### config.mk
export PLATFORM = sky130hd
export DESIGN_NAME = lsu_flat
export DESIGN_NICKNAME = d
export VERILOG_FILES = /design/src/hw/lsu_pkg.sv /design/src/hw/axi_pkg.sv /design/src/hw/axil_if.sv /design/src/hw/lsu.sv /design/src/flat_wrapper.sv
export VERILOG_INCLUDE_DIRS = /design/src /design/src/hw
export SDC_FILE = /design/constraint.sdc
export NUM_CORES = 1
export LEC_CHECK = 0
export BUFFER_PORTS_ARGS = -buffer_cell sky130_fd_sc_hd__buf_2
export CELL_PAD_IN_SITES_DETAIL_PLACEMENT = 1
export CELL_PAD_IN_SITES_GLOBAL_PLACEMENT = 1
export CORE_MARGIN = 2
export CORE_UTILIZATION = 26
export DETAILED_ROUTE_END_ITERATION = 8
export GPL_TIMING_DRIVEN = 0
export PLACE_DENSITY = 0.61
export SLEW_MARGIN = 10
export SYNTH_ARGS = -nofsm -noshare
export SYNTH_HDL_FRONTEND = slang
export SYNTH_SLANG_ARGS = --single-unit
### constraint.sdc
create_clock -name CLK -period 9 [get_ports CLK]
set_input_delay 0.45 -clock CLK [delete_from_list [all_inputs] [get_ports CLK]]
set_output_delay 0.45 -clock CLK [all_outputs]
set_load 0.005 [all_outputs]
### src/hw/lsu_config.svh
// Build parameters of the load/store subsystem, included by every RTL file and the testbench.
`ifndef LSU_CONFIG_SVH
`define LSU_CONFIG_SVH

// ##########################################################################
// Datapath
// ##########################################################################

// Register, address and bus data width of the RV64 core.
`define LSU_XLEN 64

// Rename bits carried on top of the five architectural register bits.
`define LSU_RB 2

// ##########################################################################
// On-chip SRAM
// ##########################################################################

// Depth in 64-bit words, so 4 KiB in total.
`define LSU_MEM_WORDS 512

// First byte address answered by the SRAM.
`define LSU_MEM_BASE 64'h0

`endif
### src/hw/lsu_pkg.sv
// Instruction-side types of the load/store unit, imported by the unit and by its top level.
`include "lsu_config.svh"

package lsu_pkg;

	// A destination tag is the register index widened by the rename bits.
	localparam int LSU_TAG_W = 5 + `LSU_RB;

	typedef logic [LSU_TAG_W-1:0] lsu_tag_t;

	// Memory opcodes as they leave the decoder.
	typedef enum logic [3:0] {
		OP_LB      = 4'd0,
		OP_LH      = 4'd1,
		OP_LW      = 4'd2,
		OP_LD      = 4'd3,
		OP_LBU     = 4'd4,
		OP_LHU     = 4'd5,
		OP_LWU     = 4'd6,
		OP_SB      = 4'd7,
		OP_SH      = 4'd8,
		OP_SW      = 4'd9,
		OP_SD      = 4'd10,
		OP_FENCE   = 4'd11,
		OP_FENCE_I = 4'd12
	} lsu_op_e;

	typedef struct packed {
		lsu_op_e              op;
		lsu_tag_t             tag;
		logic [`LSU_XLEN-1:0] addr;  // Effective byte address.
		logic [`LSU_XLEN-1:0] data;  // Store data, right aligned. Ignored by loads.
	} lsu_issue_t;

	// Unit sequencing, one transaction at a time.
	typedef enum logic [2:0] {
		ST_IDLE,
		ST_WRITE,
		ST_READ,
		ST_WAIT_B,
		ST_WAIT_R,
		ST_WB
	} lsu_state_e;

endpackage

### src/hw/axi_pkg.sv
// Bus-side types for the AXI4-Lite master and slave, imported by the interface, unit and SRAM.

package axi_pkg;

	// ##########################################################################
	// Responses and protection
	// ##########################################################################

	typedef enum logic [1:0] {
		RESP_OKAY   = 2'b00,
		RESP_EXOKAY = 2'b01,
		RESP_SLVERR = 2'b10,
		RESP_DECERR = 2'b11
	} axi_resp_e;

	// Unprivileged secure data access, used for every write.
	localparam logic [2:0] AXI_PROT_DATA = 3'b000;
	// Privileged secure data access, used for every read.
	localparam logic [2:0] AXI_PROT_PRIV = 3'b001;

	// ##########################################################################
	// SRAM slave
	// ##########################################################################

	typedef enum logic [1:0] {
		SR_IDLE,
		SR_BRESP,  // Write done, holding the B response.
		SR_RRESP   // Read done, holding the R response.
	} axil_sram_state_e;

endpackage

### src/hw/axil_if.sv
// AXI4-Lite bus bundle joining the load/store unit to the SRAM through master and slave modports.
`timescale 1ns/1ps
`include "lsu_config.svh"

interface axil_if
	import axi_pkg::*;
();

	// Write address channel.
	logic [`LSU_XLEN-1:0]   awaddr;
	logic [2:0]             awprot;
	logic                   awvalid;
	logic                   awready;

	// Write data channel.
	logic [`LSU_XLEN-1:0]   wdata;
	logic [`LSU_XLEN/8-1:0] wstrb;  // One bit per byte lane.
	logic                   wvalid;
	logic                   wready;

	// Write response channel.
	axi_resp_e              bresp;
	logic                   bvalid;
	logic                   bready;

	// Read address and read data channels.
	logic [`LSU_XLEN-1:0]   araddr;
	logic [2:0]             arprot;
	logic                   arvalid;
	logic                   arready;
	logic [`LSU_XLEN-1:0]   rdata;
	axi_resp_e              rresp;
	logic                   rvalid;
	logic                   rready;

	modport master (
		output awaddr, awprot, awvalid, wdata, wstrb, wvalid, bready,
		output araddr, arprot, arvalid, rready,
		input  awready, wready, bresp, bvalid, arready, rdata, rresp, rvalid
	);

	modport slave (
		input  awaddr, awprot, awvalid, wdata, wstrb, wvalid, bready,
		input  araddr, arprot, arvalid, rready,
		output awready, wready, bresp, bvalid, arready, rdata, rresp, rvalid
	);

endinterface

### src/hw/lsu.sv
// RV64 load/store unit, the AXI4-Lite master that lsu_top places in front of the SRAM.
`timescale 1ns/1ps
`include "lsu_config.svh"

module lsu
	import lsu_pkg::*;
	import axi_pkg::*;
(
	input  logic                 CLK,
	input  logic                 rst_n,

	input  logic                 issue_valid,
	output logic                 issue_ready,
	input  lsu_issue_t           issue,
	input  logic                 flush,

	axil_if.master               bus,

	output logic                 wb_valid,
	output lsu_tag_t             wb_rd,
	output logic [`LSU_XLEN-1:0] wb_data,
	output logic                 wb_err
);

	lsu_state_e state;
	logic ready_en;  // Keeps issue_ready low in the first cycle out of reset.
	logic aw_done;
	logic w_done;
	logic bready_q;
	logic rready_q;
	logic drop_q;  // Set by a flush while the bus transaction is in flight.

	logic is_load;
	logic is_store;
	logic is_fence;
	logic acc_unsigned;
	logic [1:0] acc_size;  // Log2 of the access width in bytes.
	logic [2:0] align_mask;
	logic [`LSU_XLEN/8-1:0] strb_base;
	logic misaligned;
	logic accept;

	logic [`LSU_XLEN-1:0] addr_q;
	logic [`LSU_XLEN-1:0] wdata_q;
	logic [`LSU_XLEN/8-1:0] wstrb_q;
	logic [1:0] ld_size_q;
	logic ld_unsigned_q;

	logic aw_xfer;
	logic w_xfer;
	logic b_xfer;
	logic ar_xfer;
	logic r_xfer;
	logic kill;
	logic [`LSU_XLEN-1:0] rd_shift;
	logic [`LSU_XLEN-1:0] ld_ext;

	// ##########################################################################
	// Decode of the issued instruction
	// ##########################################################################

	always_comb begin
		is_load = 1'b0;
		is_store = 1'b0;
		is_fence = 1'b0;
		acc_unsigned = 1'b0;
		acc_size = 2'd3;
		case (issue.op)
			OP_LB, OP_LBU: begin
				is_load = 1'b1;
				acc_size = 2'd0;
				acc_unsigned = (issue.op == OP_LBU);
			end
			OP_LH, OP_LHU: begin
				is_load = 1'b1;
				acc_size = 2'd1;
				acc_unsigned = (issue.op == OP_LHU);
			end
			OP_LW, OP_LWU: begin
				is_load = 1'b1;
				acc_size = 2'd2;
				acc_unsigned = (issue.op == OP_LWU);
			end
			OP_LD: is_load = 1'b1;
			OP_SB: begin
				is_store = 1'b1;
				acc_size = 2'd0;
			end
			OP_SH: begin
				is_store = 1'b1;
				acc_size = 2'd1;
			end
			OP_SW: begin
				is_store = 1'b1;
				acc_size = 2'd2;
			end
			OP_SD: is_store = 1'b1;
			default: is_fence = 1'b1;  // FENCE and FENCE.I need no bus access.
		endcase
	end

	// The access width sets both the alignment check and the unshifted strobe.
	always_comb begin
		case (acc_size)
			2'd0: begin
				align_mask = 3'b000;
				strb_base = 8'h01;
			end
			2'd1: begin
				align_mask = 3'b001;
				strb_base = 8'h03;
			end
			2'd2: begin
				align_mask = 3'b011;
				strb_base = 8'h0f;
			end
			default: begin
				align_mask = 3'b111;
				strb_base = 8'hff;
			end
		endcase
	end

	assign misaligned = (is_load | is_store) & (|(issue.addr[2:0] & align_mask));
	assign issue_ready = ready_en & (state == ST_IDLE);
	assign accept = issue_valid & issue_ready & ~flush;  // A same-cycle flush drops the issue.

	// ##########################################################################
	// AXI master channels
	// ##########################################################################

	assign bus.awaddr = addr_q;
	assign bus.awprot = AXI_PROT_DATA;
	assign bus.awvalid = (state == ST_WRITE) & ~aw_done;
	assign bus.wdata = wdata_q;
	assign bus.wstrb = wstrb_q;
	assign bus.wvalid = (state == ST_WRITE) & ~w_done;
	assign bus.bready = bready_q;
	assign bus.araddr = addr_q;
	assign bus.arprot = AXI_PROT_PRIV;
	assign bus.arvalid = (state == ST_READ);
	assign bus.rready = rready_q;

	assign aw_xfer = bus.awvalid & bus.awready;
	assign w_xfer = bus.wvalid & bus.wready;
	assign b_xfer = bus.bvalid & bus.bready;
	assign ar_xfer = bus.arvalid & bus.arready;
	assign r_xfer = bus.rvalid & bus.rready;
	assign kill = drop_q | flush;

	// Move the addressed lane down to bit 0, then extend by the load width.
	assign rd_shift = bus.rdata >> {addr_q[2:0], 3'b000};

	always_comb begin
		case (ld_size_q)
			2'd0: ld_ext = ld_unsigned_q ? {{(`LSU_XLEN-8){1'b0}}, rd_shift[7:0]} :
					{{(`LSU_XLEN-8){rd_shift[7]}}, rd_shift[7:0]};
			2'd1: ld_ext = ld_unsigned_q ? {{(`LSU_XLEN-16){1'b0}}, rd_shift[15:0]} :
					{{(`LSU_XLEN-16){rd_shift[15]}}, rd_shift[15:0]};
			2'd2: ld_ext = ld_unsigned_q ? {{(`LSU_XLEN-32){1'b0}}, rd_shift[31:0]} :
					{{(`LSU_XLEN-32){rd_shift[31]}}, rd_shift[31:0]};
			default: ld_ext = rd_shift;
		endcase
	end

	// Accepted instruction and the writeback payload.
	always_ff @(posedge CLK) begin
		if (accept) begin
			addr_q <= issue.addr;
			wdata_q <= issue.data << {issue.addr[2:0], 3'b000};
			wstrb_q <= strb_base << issue.addr[2:0];
			ld_size_q <= acc_size;
			ld_unsigned_q <= acc_unsigned;
			wb_rd <= issue.tag;
			wb_data <= '0;  // Stores and fences write back zero.
			wb_err <= 1'b0;
		end
		if (b_xfer) wb_err <= (bus.bresp != RESP_OKAY);
		if (r_xfer) begin
			wb_err <= (bus.rresp != RESP_OKAY);
			wb_data <= (bus.rresp == RESP_OKAY) ? ld_ext : '0;
		end
	end

	// ##########################################################################
	// Sequencing
	// ##########################################################################

	always_ff @(posedge CLK or negedge rst_n) begin
		if (!rst_n) begin
			state <= ST_IDLE;
			ready_en <= 1'b0;
			aw_done <= 1'b0;
			w_done <= 1'b0;
			bready_q <= 1'b0;
			rready_q <= 1'b0;
			drop_q <= 1'b0;
			wb_valid <= 1'b0;
		end else begin
			ready_en <= 1'b1;
			wb_valid <= 1'b0;  // Single-cycle pulse.
			if (flush) drop_q <= 1'b1;
			case (state)
				ST_IDLE: begin
					if (accept) begin
						drop_q <= 1'b0;
						aw_done <= 1'b0;
						w_done <= 1'b0;
						if (is_store) state <= ST_WRITE;
						else if (is_load) state <= ST_READ;
						else if (is_fence) begin
							state <= ST_WB;
							wb_valid <= 1'b1;
						end
					end
				end
				ST_WRITE: begin
					// AW and W may be taken on different edges.
					if (aw_xfer) aw_done <= 1'b1;
					if (w_xfer) w_done <= 1'b1;
					if ((aw_done | aw_xfer) && (w_done | w_xfer)) state <= ST_WAIT_B;
				end
				ST_READ: if (ar_xfer) state <= ST_WAIT_R;
				ST_WAIT_B: begin
					if (b_xfer) begin
						bready_q <= 1'b0;
						wb_valid <= ~kill;
						state <= kill ? ST_IDLE : ST_WB;
					end else if (bus.bvalid) bready_q <= 1'b1;
				end
				ST_WAIT_R: begin
					if (r_xfer) begin
						rready_q <= 1'b0;
						wb_valid <= ~kill;
						state <= kill ? ST_IDLE : ST_WB;
					end else if (bus.rvalid) rready_q <= 1'b1;
				end
				default: state <= ST_IDLE;  // ST_WB lasts one cycle.
			endcase
		end
	end

	a_aligned: assert property (@(posedge CLK) disable iff (!rst_n) accept |-> !misaligned)
		else $error("lsu: misaligned access accepted");

	a_aw_hold: assert property (@(posedge CLK) disable iff (!rst_n)
		bus.awvalid && !bus.awready |=> bus.awvalid && $stable(bus.awaddr))
		else $error("lsu: AW dropped before awready");

	a_wb_pulse: assert property (@(posedge CLK) disable iff (!rst_n) wb_valid |=> !wb_valid)
		else $error("lsu: wb_valid high on two consecutive cycles");

endmodule

### src/flat_wrapper.sv
// flat-port wrapper written by rule: the top's interface ports become plain ports
module lsu_flat import lsu_pkg::*; import axi_pkg::*;
  (CLK, rst_n, issue_valid, issue_ready, issue, flush, wb_valid, wb_rd, wb_data, wb_err, bus_awaddr, bus_awprot, bus_awvalid, bus_wdata, bus_wstrb, bus_wvalid, bus_bready, bus_araddr, bus_arprot, bus_arvalid, bus_rready, bus_awready, bus_wready, bus_bresp, bus_bvalid, bus_arready, bus_rdata, bus_rresp, bus_rvalid);
  axil_if bus_i ();
  input  logic CLK;
  input  logic rst_n;
  input  logic issue_valid;
  output logic issue_ready;
  input  lsu_issue_t issue;
  input  logic flush;
  output logic wb_valid;
  output lsu_tag_t wb_rd;
  output logic [`LSU_XLEN-1:0] wb_data;
  output logic wb_err;
  output wire logic [$bits(bus_i.awaddr)-1:0] bus_awaddr;
  output wire logic [$bits(bus_i.awprot)-1:0] bus_awprot;
  output wire logic [$bits(bus_i.awvalid)-1:0] bus_awvalid;
  output wire logic [$bits(bus_i.wdata)-1:0] bus_wdata;
  output wire logic [$bits(bus_i.wstrb)-1:0] bus_wstrb;
  output wire logic [$bits(bus_i.wvalid)-1:0] bus_wvalid;
  output wire logic [$bits(bus_i.bready)-1:0] bus_bready;
  output wire logic [$bits(bus_i.araddr)-1:0] bus_araddr;
  output wire logic [$bits(bus_i.arprot)-1:0] bus_arprot;
  output wire logic [$bits(bus_i.arvalid)-1:0] bus_arvalid;
  output wire logic [$bits(bus_i.rready)-1:0] bus_rready;
  input wire logic [$bits(bus_i.awready)-1:0] bus_awready;
  input wire logic [$bits(bus_i.wready)-1:0] bus_wready;
  input wire logic [$bits(bus_i.bresp)-1:0] bus_bresp;
  input wire logic [$bits(bus_i.bvalid)-1:0] bus_bvalid;
  input wire logic [$bits(bus_i.arready)-1:0] bus_arready;
  input wire logic [$bits(bus_i.rdata)-1:0] bus_rdata;
  input wire logic [$bits(bus_i.rresp)-1:0] bus_rresp;
  input wire logic [$bits(bus_i.rvalid)-1:0] bus_rvalid;
  assign bus_awaddr = bus_i.awaddr;
  assign bus_awprot = bus_i.awprot;
  assign bus_awvalid = bus_i.awvalid;
  assign bus_wdata = bus_i.wdata;
  assign bus_wstrb = bus_i.wstrb;
  assign bus_wvalid = bus_i.wvalid;
  assign bus_bready = bus_i.bready;
  assign bus_araddr = bus_i.araddr;
  assign bus_arprot = bus_i.arprot;
  assign bus_arvalid = bus_i.arvalid;
  assign bus_rready = bus_i.rready;
  assign bus_i.awready = bus_awready;
  assign bus_i.wready = bus_wready;
  assign bus_i.bresp = bus_bresp;
  assign bus_i.bvalid = bus_bvalid;
  assign bus_i.arready = bus_arready;
  assign bus_i.rdata = bus_rdata;
  assign bus_i.rresp = bus_rresp;
  assign bus_i.rvalid = bus_rvalid;
  lsu u_core (.CLK(CLK), .rst_n(rst_n), .issue_valid(issue_valid), .issue_ready(issue_ready), .issue(issue), .flush(flush), .bus(bus_i), .wb_valid(wb_valid), .wb_rd(wb_rd), .wb_data(wb_data), .wb_err(wb_err));
endmodule
==> results of run 1 <==
==> where the power goes <==
group / total (mW) / switching (mW) / internal [mW]
combinational: 0.688 / 0.400 / 0.288
sequential: 1.35 / 0.0572 / 1.29
clock: 1.18 / 0.461 / 0.715
==> final cells by class <==
cell class	count	area (um2)	area share, %
diodes	4	10.0	0.0610
plain buffers	146	892	5.44
clock buffers	33	719	4.38
clock inverters	18	235	1.43
inverters	17	71.3	0.435
multi-input cells	636	4600	28.0
flip-flops and latches	221	6590	40.1
well taps	607	759	4.63
repair buffers	497	2540	15.5
==> registers in the layout (all words and copies together), names as in the netlist <==
| signal | flops |
|---|---|
| u_core.ld_size_q | 2 |
| u_core.bus.rready | 1 |
| u_core.ld_unsigned_q | 1 |
| u_core.bus.araddr | 64 |
| u_core.wb_valid | 1 |
| u_core.wb_rd | 7 |
| u_core.wb_err | 1 |
| u_core.w_done | 1 |
| u_core.wb_data | 64 |
| u_core.state | 3 |
| u_core.drop_q | 1 |
| u_core.bus.bready | 1 |
| u_core.ready_en | 1 |
| u_core.bus.wdata | 64 |
| u_core.bus.wstrb | 8 |
| u_core.aw_done | 1 |
==> per-layer routing <==
layer  wire [um]  part of all wire, %
met2       24500                   48
met1       20500                   40
met5          98                 0.19
met4        1550                  3.1
met3        4080                  8.0
==> cell families after synthesis <==
logic type,count (synthesis),share of synthesized area [%]
simple gates,247,9.49
flops,221,54.4
compound gates,216,11.7
mux,164,16.4
buf+inv,163,7.89
xor+xnor,2,0.145
other cells,2,0.0620
==> cell usage in the layout, fill, tap and decap left out, types with 4 or more instances in the layout <==
cell type / instances
mux2i_1: 99
nand2_1: 95
bufinv_16: 5
clkbuf_1: 39
a21oi_1: 51
inv_1: 15
buf_1: 11
a21oi_2: 40
clkbuf_16: 28
buf_2: 513
diode_2: 4
clkinv_2: 6
mux4_2: 23
nand2b_1: 11
or2_2: 5
conb_1: 7
nand3_1: 9
mux2_1: 6
mux2_2: 36
and2_1: 14
o211ai_1: 5
dfrtp_1: 10
o21ai_0: 56
nor2b_1: 34
nor2_1: 62
o2bb2ai_1: 4
edfxtp_1: 211
buf_6: 4
a211oi_1: 7
buf_4: 76
o22ai_1: 29
==> worst paths after layout <==
check                                      from                    to  slack (ns)  cells past startpoint
max                        u_core.bus.araddr[2]    u_core.wb_data[27]        5.90                      7
min                                   issue[67]  u_core.bus.araddr[3]        0.06                      1
max reg2reg                u_core.bus.araddr[2]    u_core.wb_data[27]        5.90                      7
min reg2reg                       u_core.drop_q       u_core.wb_valid        0.50                      1
max in group asynchronous                 rst_n       u_core.state[1]        8.50                      2
min in group asynchronous                 rst_n       u_core.wb_valid        0.29                      2
==> worst max-delay path, cell delays in order, from the launching register on <==
cell	delay, ns
edfxtp_1	0.51
buf_2	0.28
buf_2	0.30
buf_2	0.34
buf_1	0.72
o21ai_0	0.40
nand2_1	0.18
a21oi_2	0.07
==> timing repair <==
action | CTS | global route
hold buffers | 1 | 0
hold endpoints to repair | 10 | 0
buffers inserted | 0 | 0
==> per-stage QoR <==
step | hold slack, ns | power, mW | setup slack, ns | cells | instance area, um2
floorplan | 0.154 | 1.71 | 4.49 | 1020 | 12100
global placement | 0.332 | 2.05 | 2.81 | 2121 | 15400
detailed placement | 0.335 | 2.06 | 5.94 | 2123 | 15400
CTS | 0.0287 | 3.25 | 5.91 | 2175 | 16400
global route | 0.0298 | 3.36 | 5.79 | 2177 | 16400
finish | 0.0606 | 3.21 | 5.90 | 2179 | 16400
==> results.sh, run 1 <==
export IMPL_drc_errors=0
export IMPL_drt_wirelength_per_cell_um=23.3
export IMPL_netlist_instances=1015
export IMPL_drt_wl_total_um=50800
export IMPL_antenna_found_initial=13
export IMPL_die_h_um=220
export IMPL_syn_area_per_cell_um2=11.9
export IMPL_syn_area_mm2=0.0121
export IMPL_n_fill_cell=5282
export IMPL_post_cts_resized=0
export IMPL_cts_sinks=221
export IMPL_die_w_um=220
export IMPL_p_leak_nw=6.82
export IMPL_drtAntennaViolNets=0
export IMPL_area_growth_pct=35.5
export IMPL_clk_latency_ns=0.56
export IMPL_grtUsageMet1_pct=25.7
export IMPL_synth_most_common_cell="edfxtp_1"
export IMPL_first_pass_iters=5
export IMPL_ios=501
export IMPL_layout_min_cycle_time_ns=3.10
export IMPL_fin_crit_sh_pct=34.4
export IMPL_max_freq_ghz=0.323
export IMPL_gp_congestion=0.925
export IMPL_synth_cell_types=57
export IMPL_grt_max_degree=117
export IMPL_crit_arrival_ns=3.36
export IMPL_yosysSeqAreaShare_pct=54.4
export IMPL_ys_warn_count=0
export IMPL_path_clk_slew_ns=0.06
export IMPL_grt_pass1_wl_um=72200
export IMPL_hold_class="input pin to register"
export IMPL_synth_top_area_share_pct=52.3
export IMPL_yosys_top_cells_area="edfxtp_1 52%, mux2i_1 8.2%, buf_4 4.7%"
export IMPL_power_density_mw_per_mm2=196
export IMPL_dieArea_mm2=0.0483
export IMPL_grt_overflow_total=0
export IMPL_async_flop_share_pct=4.52
export IMPL_core_area_mm2=0.0463
export IMPL_vias=10400
export IMPL_tns_ns=0
export IMPL_num_rows=79
export IMPL_relSlewSlack_pct=37.9
export IMPL_synth_top_area_cell="edfxtp_1"
export IMPL_clock_skew_ns=0.0235
export IMPL_clockBufferDepth=3
export IMPL_htree_levels=1
export IMPL_cts_root_buf="clkbuf_16"
export IMPL_worst_path_max_fanout=10
export IMPL_port_buffers=494
export IMPL_drv_slew=0
export IMPL_grt_use_met2_pct=33.7
export IMPL_synthTopCellsByCount="211 x edfxtp_1, 99 x mux2i_1, 96 x nand2_1, 76 x buf_4, 62 x nor2_1"
export IMPL_nets=1763
export IMPL_grt_setup_unrepaired="no"
export IMPL_synthFlopType="edfxtp_1"
export IMPL_endpoint_kind="register"
export IMPL_setup_viol=0
export IMPL_initial_core_util_pct=26.2
export IMPL_worstPathRequired_ns=9.27
export IMPL_outcome="finished, final reports clean"
export IMPL_first_iter_violations=601
export IMPL_worst_pin_slew_ns=0.931
export IMPL_peakVddDrop_mv=0.139
export IMPL_busiest_layer="met2"
export IMPL_cts_buffers=28
export IMPL_grtUsageMet3_pct=5.53
export IMPL_synth_edf_count=211
export IMPL_layout_drive_gt1_share_pct=48.0
export IMPL_via_per_inst=4.78
export IMPL_max_cap_viol_count=0
export IMPL_startpoint_type="register"
export IMPL_fin_util_pct=35.5
export IMPL_dp_hpwl_um=39500
export IMPL_grtUsageTotal_pct=20.2
export IMPL_cts_tree="built"
export IMPL_ys_ff_latch=221
export IMPL_hold_violations=0
export IMPL_worstSetupPathType="register to register"
export IMPL_first_global_vias=10900
Power figures use the tool's default switching activity.
==> run 2, diff against run 1 <==
ABC_AREA = 1   (was not set)
PLACE_DENSITY = 0.66   (was 0.61)
clock period = 2.51 ns   (was 9 ns; I/O delays follow)
==> run 2 against run 1 <==
Against the previous run: area after synthesis shrank 0.23%; hold slack got worse by 0.038 ns; maximum frequency rose by 29%; first-iteration DRC count rose by 39%; register-to-register slack got worse by 5.8 ns; sequential power rose to 3.6 times the previous value; clock power rose to 3.4 times the previous value; wire length grew 9.5%; utilization rose by 1.9 points; setup slack got worse by 5.8 ns; cell area grew 5.3%; combinational power rose to 3.6 times the previous value.
==> results.sh, run 2 <==
export IMPL_first_iter_violations=838
export IMPL_gp_congestion=0.884
export IMPL_syn_area_mm2=0.0121
export IMPL_crit_arrival_ns=2.71
export IMPL_startpoint_type="register"
export IMPL_hold_class="input pin to register"
export IMPL_port_buffers=493
export IMPL_layout_commonest_cell="buf_2"
export IMPL_slowest_delay_ns=0.59
export IMPL_tns_ns=0
export IMPL_num_rows=79
export IMPL_initial_core_util_pct=26.1
export IMPL_ys_warn_count=0
export IMPL_grt_setup_unrepaired="no"
export IMPL_power_density_mw_per_mm2=653
export IMPL_synth_top_area_cell="edfxtp_1"
export IMPL_grt_pass1_wl_um=80300
export IMPL_synth_top_area_share_pct=52.4
export IMPL_synthTopCellsByCount="389 x nand2_1, 211 x edfxtp_1, 111 x inv_1, 110 x o21ai_0"
export IMPL_ys_ff_latch=221
export IMPL_dp_hpwl_um=42800
export IMPL_clockBufferDepth=3
export IMPL_outcome="finished, final reports clean"
export IMPL_endpoint_kind="register"
export IMPL_drtAntennaViolNets=0
export IMPL_final_cell_area_mm2=0.0173
export IMPL_netlist_instances=1343
export IMPL_power_frac_seq_pct=42.5
export IMPL_synth_edf_count=211
export IMPL_combPwrFrac_pct=21.7
export IMPL_grt_max_degree=65
export IMPL_worstSetupPathType="register to register"
export IMPL_finalWorstSetupSlack_ns=0.113
export IMPL_cts_tree="built"
export IMPL_core_area_mm2=0.0463
export IMPL_p_leak_nw=8.20
export IMPL_async_flop_share_pct=4.52
export IMPL_grt_use_met2_pct=39.0
export IMPL_grt_overflow_total=0
export IMPL_grtUsageTotal_pct=22.2
export IMPL_die_w_um=220
export IMPL_grtUsageMet1_pct=26.7
export IMPL_slowest_stage="clkbuf_1"
export IMPL_drt_wl_total_um=55600
export IMPL_die_h_um=220
export IMPL_worst_path_max_fanout=10
export IMPL_switching_power_mw=3.36
export IMPL_cts_buffers=27
export IMPL_worst_pin_slew_ns=0.850
export IMPL_layout_min_cycle_time_ns=2.40
export IMPL_vias=12200
export IMPL_worstRegToRegCells=6
export IMPL_synthFlopType="edfxtp_1"
export IMPL_drt_wirelength_per_cell_um=21.4
export IMPL_p_int_mw=7.93
export IMPL_ios=501
export IMPL_total_power_mw=11.3
export IMPL_path_clk_slew_ns=0.06
export IMPL_area_growth_pct=42.9
export IMPL_yosys_top_cells_area="edfxtp_1 52%, nand2_1 12%, buf_4 5.1%"
export IMPL_relSlewSlack_pct=43.3
export IMPL_startpoint="u_core.bus.araddr[1]"
export IMPL_clock_power_share_pct=35.8
export IMPL_drc_errors=0
export IMPL_grtUsageMet3_pct=6.11
export IMPL_syn_area_per_cell_um2=9.00
export IMPL_crit_chain="inv_1 > buf_2 > clkbuf_1 > nand3_1 > a21oi_1 > nor2_1"
export IMPL_synth_most_common_cell="nand2_1"
export IMPL_regToRegSetupSlack_ns=0.11
export IMPL_dieArea_mm2=0.0482
export IMPL_max_cap_viol_count=0
export IMPL_max_freq_ghz=0.417
export IMPL_synth_cell_types=40
export IMPL_worstPathRequired_ns=2.82
export IMPL_peakVddDrop_mv=0.473
export IMPL_busiest_layer="met2"
export IMPL_cts_sinks=221
export IMPL_r2r_start="u_core.bus.araddr[1]"
export IMPL_nets=2184
export IMPL_clk_latency_ns=0.57
export IMPL_regToRegEndpoint="u_core.wb_data[3]"
export IMPL_first_pass_iters=5
export IMPL_dpl_cell_area_mm2=0.0154
export IMPL_swShare_pct=29.7
export IMPL_mostFrequentLayoutCells="522 x buf_2, 387 x nand2_1, 211 x edfxtp_1"
export IMPL_layout_drive_gt1_share_pct=35.8
export IMPL_setup_viol=0
export IMPL_cp_endpoint="u_core.wb_data[3]"
export IMPL_yosysSeqAreaShare_pct=54.5
export IMPL_hold_violations=0
export IMPL_cts_root_buf="clkbuf_16"
export IMPL_fin_crit_sh_pct=95.5
export IMPL_antenna_found_initial=11
export IMPL_first_global_vias=12900
export IMPL_drv_slew=0
export IMPL_clock_skew_ns=0.0205
export IMPL_htree_levels=1
export IMPL_dp_worst_setup_slack_ns=-0.0714
export IMPL_via_per_inst=4.69
## run 2: cell types whose count changed after synthesis, moves of 38 or more
cell / before / now
o21ai_0: 56 / 110
inv_1: 16 / 111
a21oi_2: 40 / 2
nand3_1: 9 / 82
nand2_1: 96 / 389
mux2i_1: 99 / 18
## run 2: kinds of logic after synthesis
family	share of synthesized area [%]
simple gates	21.6
buf+inv	11.9
compound gates	10.4
flops	54.5
mux	1.49
other cells	0.0621
xor+xnor	0.0725
## run 2: repair_timing
item / 4_1_cts / 5_1_grt
resized for setup: 0 / 0
buffers inserted: 1 / 0
hold buffers: 93 / 0
setup endpoints to repair: 26 / 0
hold endpoints to repair: 106 / 0
## run 2: area by class of cell
type	instances	area, um2
clock buffer	29	683
multi-input combinational	857	4110
inverter	116	442
fill	5575	29000
sequential	221	6590
buffer	154	997
tap	607	759
clock inverter	19	206
timing repair buffer	591	3490
antenna	2	5.00
## run 2: worst min-delay path by stage
stage | from | end | slack (ns) | depth (start not counted)
3_5_place_dp | rst_n | u_core.drop_q | 0.02 | 1
2_1_floorplan | rst_n | u_core.aw_done | -0.17 | 0
5_1_grt | issue[32] | u_core.bus.wdata[56] | 0.06 | 5
6_report | issue[60] | u_core.bus.wdata[60] | 0.02 | 5
3_3_place_gp | rst_n | u_core.bus.rready | 0.02 | 1
4_1_cts | issue[60] | u_core.bus.wdata[60] | 0.006 | 5
## run 2: routing by layer
| metal | vias to the layer above | part of all wire (%) |
|---|---|---|
| li1 | 5719 | - |
| met1 | 5958 | 40 |
| met2 | 405 | 50 |
| met3 | 88 | 7.8 |
| met4 | 16 | 2.5 |
| met5 | - | 0.18 |
## run 2: power by group through the flow
stage	clock network [mW]	registers, mW	logic [mW]
detailed placement	0	4.87	2.32
global placement	0	4.91	2.24
floorplan	0	4.89	1.11
finish	4.04	4.80	2.45
CTS	4.15	4.80	2.45
global route	4.29	4.84	2.70
## run 2: critical path, delay by kind of cell, from the launching register on
kind                   cells  cell delay, ns
AO/OA/AOI/OAI              1            0.28
flip-flops                 1            0.51
AND/OR/NAND/NOR            2            0.24
buffers and inverters      3            1.10
## run 2: stage by stage
| step | utilization [%] | instances | hold slack [ns] |
|---|---|---|---|
| detailed placement | 33.4 | 2452 | 0.0159 |
| CTS | 37.3 | 2594 | 0.00587 |
| global placement | 33.2 | 2448 | 0.0160 |
| global route | 37.3 | 2596 | 0.0643 |
| floorplan | - | 1348 | -0.170 |
| finish | 37.3 | 2596 | 0.0230 |
==> run 3, diff against run 2 <==
CORE_UTILIZATION = 32   (was 26)
PLACE_DENSITY = 0.78   (was 0.66)
==> run 3 against run 2 <==
Against the previous run: utilization rose by 8.6 points; critical path depth is 1 lower; clock skew is 0.012 ns lower; clock-buffer cell count rose by 1; cell count shrank 3.6%; flip-flop and latch count stayed put; maximum frequency is 3.2% higher; via count rose by 3.1%; non-clock buffer count fell by 2; register-to-register slack better by 0.08 ns; critical path type unchanged; critical endpoint is now u_core.wb_data[15]; largest power group unchanged.
==> results.sh, run 3 (synthesis results as in run 2) <==
export IMPL_num_rows=71
export IMPL_layout_commonest_cell="buf_2"
export IMPL_cts_root_buf="clkbuf_16"
export IMPL_ios=501
export IMPL_setup_viol=0
export IMPL_worstRegToRegCells=5
export IMPL_drv_slew=0
export IMPL_dpl_cell_area_mm2=0.0153
export IMPL_nets=2183
export IMPL_worst_pin_slew_ns=0.881
export IMPL_die_w_um=198
export IMPL_grt_overflow_total=0
export IMPL_finalWorstSetupSlack_ns=0.188
export IMPL_grt_max_degree=65
export IMPL_first_global_vias=13400
export IMPL_drc_errors=0
export IMPL_max_cap_viol_count=0
export IMPL_dp_cells=2356
export IMPL_antenna_found_initial=6
export IMPL_worstPathRequired_ns=2.86
export IMPL_clk_latency_ns=0.55
export IMPL_final_cell_area_mm2=0.0172
export IMPL_p_leak_nw=8.22
export IMPL_crit_arrival_ns=2.67
export IMPL_area_growth_pct=42.2
export IMPL_port_buffers=493
export IMPL_outcome="finished, final reports clean"
export IMPL_worst_path_max_fanout=10
export IMPL_endpoint_kind="register"
export IMPL_cts_tree="built"
export IMPL_path_clk_slew_ns=0.06
export IMPL_cts_sinks=221
export IMPL_layout_min_cycle_time_ns=2.32
export IMPL_grt_setup_unrepaired="no"
export IMPL_first_pass_iters=5
export IMPL_worstSetupPathType="register to register"
export IMPL_vias=12600
export IMPL_hold_class="input pin to register"
export IMPL_fin_crit_sh_pct=92.5
export IMPL_dieArea_mm2=0.0393
export IMPL_max_freq_ghz=0.431
export IMPL_grt_pass1_wl_um=81400
export IMPL_power_density_mw_per_mm2=667
export IMPL_htree_levels=1
export IMPL_via_per_inst=5.02
export IMPL_relSlewSlack_pct=41.2
export IMPL_total_power_mw=11.5
export IMPL_hold_violations=0
export IMPL_cts_buffers=27
export IMPL_die_h_um=198
export IMPL_drt_wirelength_per_cell_um=22.5
export IMPL_stdcell_count=2502
export IMPL_layout_drive_gt1_share_pct=36.1
export IMPL_startpoint_type="register"
export IMPL_mostFrequentLayoutCells="522 x buf_2, 387 x nand2_1, 211 x edfxtp_1"
export IMPL_first_iter_violations=741
export IMPL_drt_wl_total_um=56400
export IMPL_grtUsageTotal_pct=27.8
export IMPL_peakVddDrop_mv=0.639
export IMPL_gp_congestion=0.968
export IMPL_clockBufferDepth=3
export IMPL_drtAntennaViolNets=0
export IMPL_clock_skew_ns=0.00893
export IMPL_core_area_mm2=0.0374
export IMPL_whs_path_depth=5
export IMPL_initial_core_util_pct=32.3
export IMPL_dp_worst_setup_slack_ns=-0.152
export IMPL_dp_hpwl_um=42300
-- run 3: repair_timing --
action                                 4_1_cts  5_1_grt
setup endpoints to repair                   34        1
hold buffers                                91        0
setup buffers                                1        0
gates cloned                                 1        0
endpoints found under the hold margin      103        0
gates resized for setup                      0        2
-- run 3: final timing paths --
check	startpoint	end	slack [ns]
max	u_core.bus.rready	u_core.wb_data[15]	0.19
min	issue[62]	u_core.bus.wdata[62]	0.02
max reg2reg	u_core.bus.rready	u_core.wb_data[15]	0.19
min reg2reg	u_core.bus.rready	u_core.bus.rready	0.50
max in group asynchronous	rst_n	u_core.drop_q	1.53
min in group asynchronous	rst_n	u_core.bus.bready	0.63
-- run 3: per-layer routing --
layer | GRT usage [%] | share of wire [%] | vias to the layer above
met5 | 0 | 0.053 | -
met4 | 11.0 | 3.9 | 4
met3 | 6.27 | 7.3 | 139
met2 | 48.3 | 50 | 549
met1 | 33.3 | 39 | 6156
li1 | - | - | 5717
-- run 3: layout make-up --
type / count / area [um2]
fill: 4523 / 20200
sequential: 221 / 6590
multi-input combinational: 857 / 4110
timing repair buffer: 589 / 3470
buffer: 154 / 998
clock buffer: 30 / 687
tap: 511 / 639
inverter: 116 / 442
clock inverter: 20 / 245
antenna: 3 / 7.51
timing repair inverter: 1 / 5.00
-- run 3: power by group --
| group | internal, mW | switching (mW) | total (mW) |
|---|---|---|---|
| sequential | 4.60 | 0.205 | 4.80 |
| combinational | 0.957 | 1.53 | 2.49 |
| clock | 2.50 | 1.68 | 4.18 |
| total | 8.06 | 3.42 | 11.5 |
-- run 3: critical path: stages (launching register included) --
cell      delay (ns)
dfrtp_1         0.38
nand2_1         0.20
nor3_2          0.64
inv_1           0.20
clkbuf_1        0.34
a21oi_1         0.34
-- run 3: metrics by stage --
step	utilization (%)	setup TNS [ns]	hold slack, ns
floorplan	-	-143.74	-0.170
global placement	40.7	-357.45	0.00955
detailed placement	41.0	-5.11	0.0164
CTS	45.9	0	0.00630
global route	46.0	0	0.0404
finish	46.0	0	0.0227
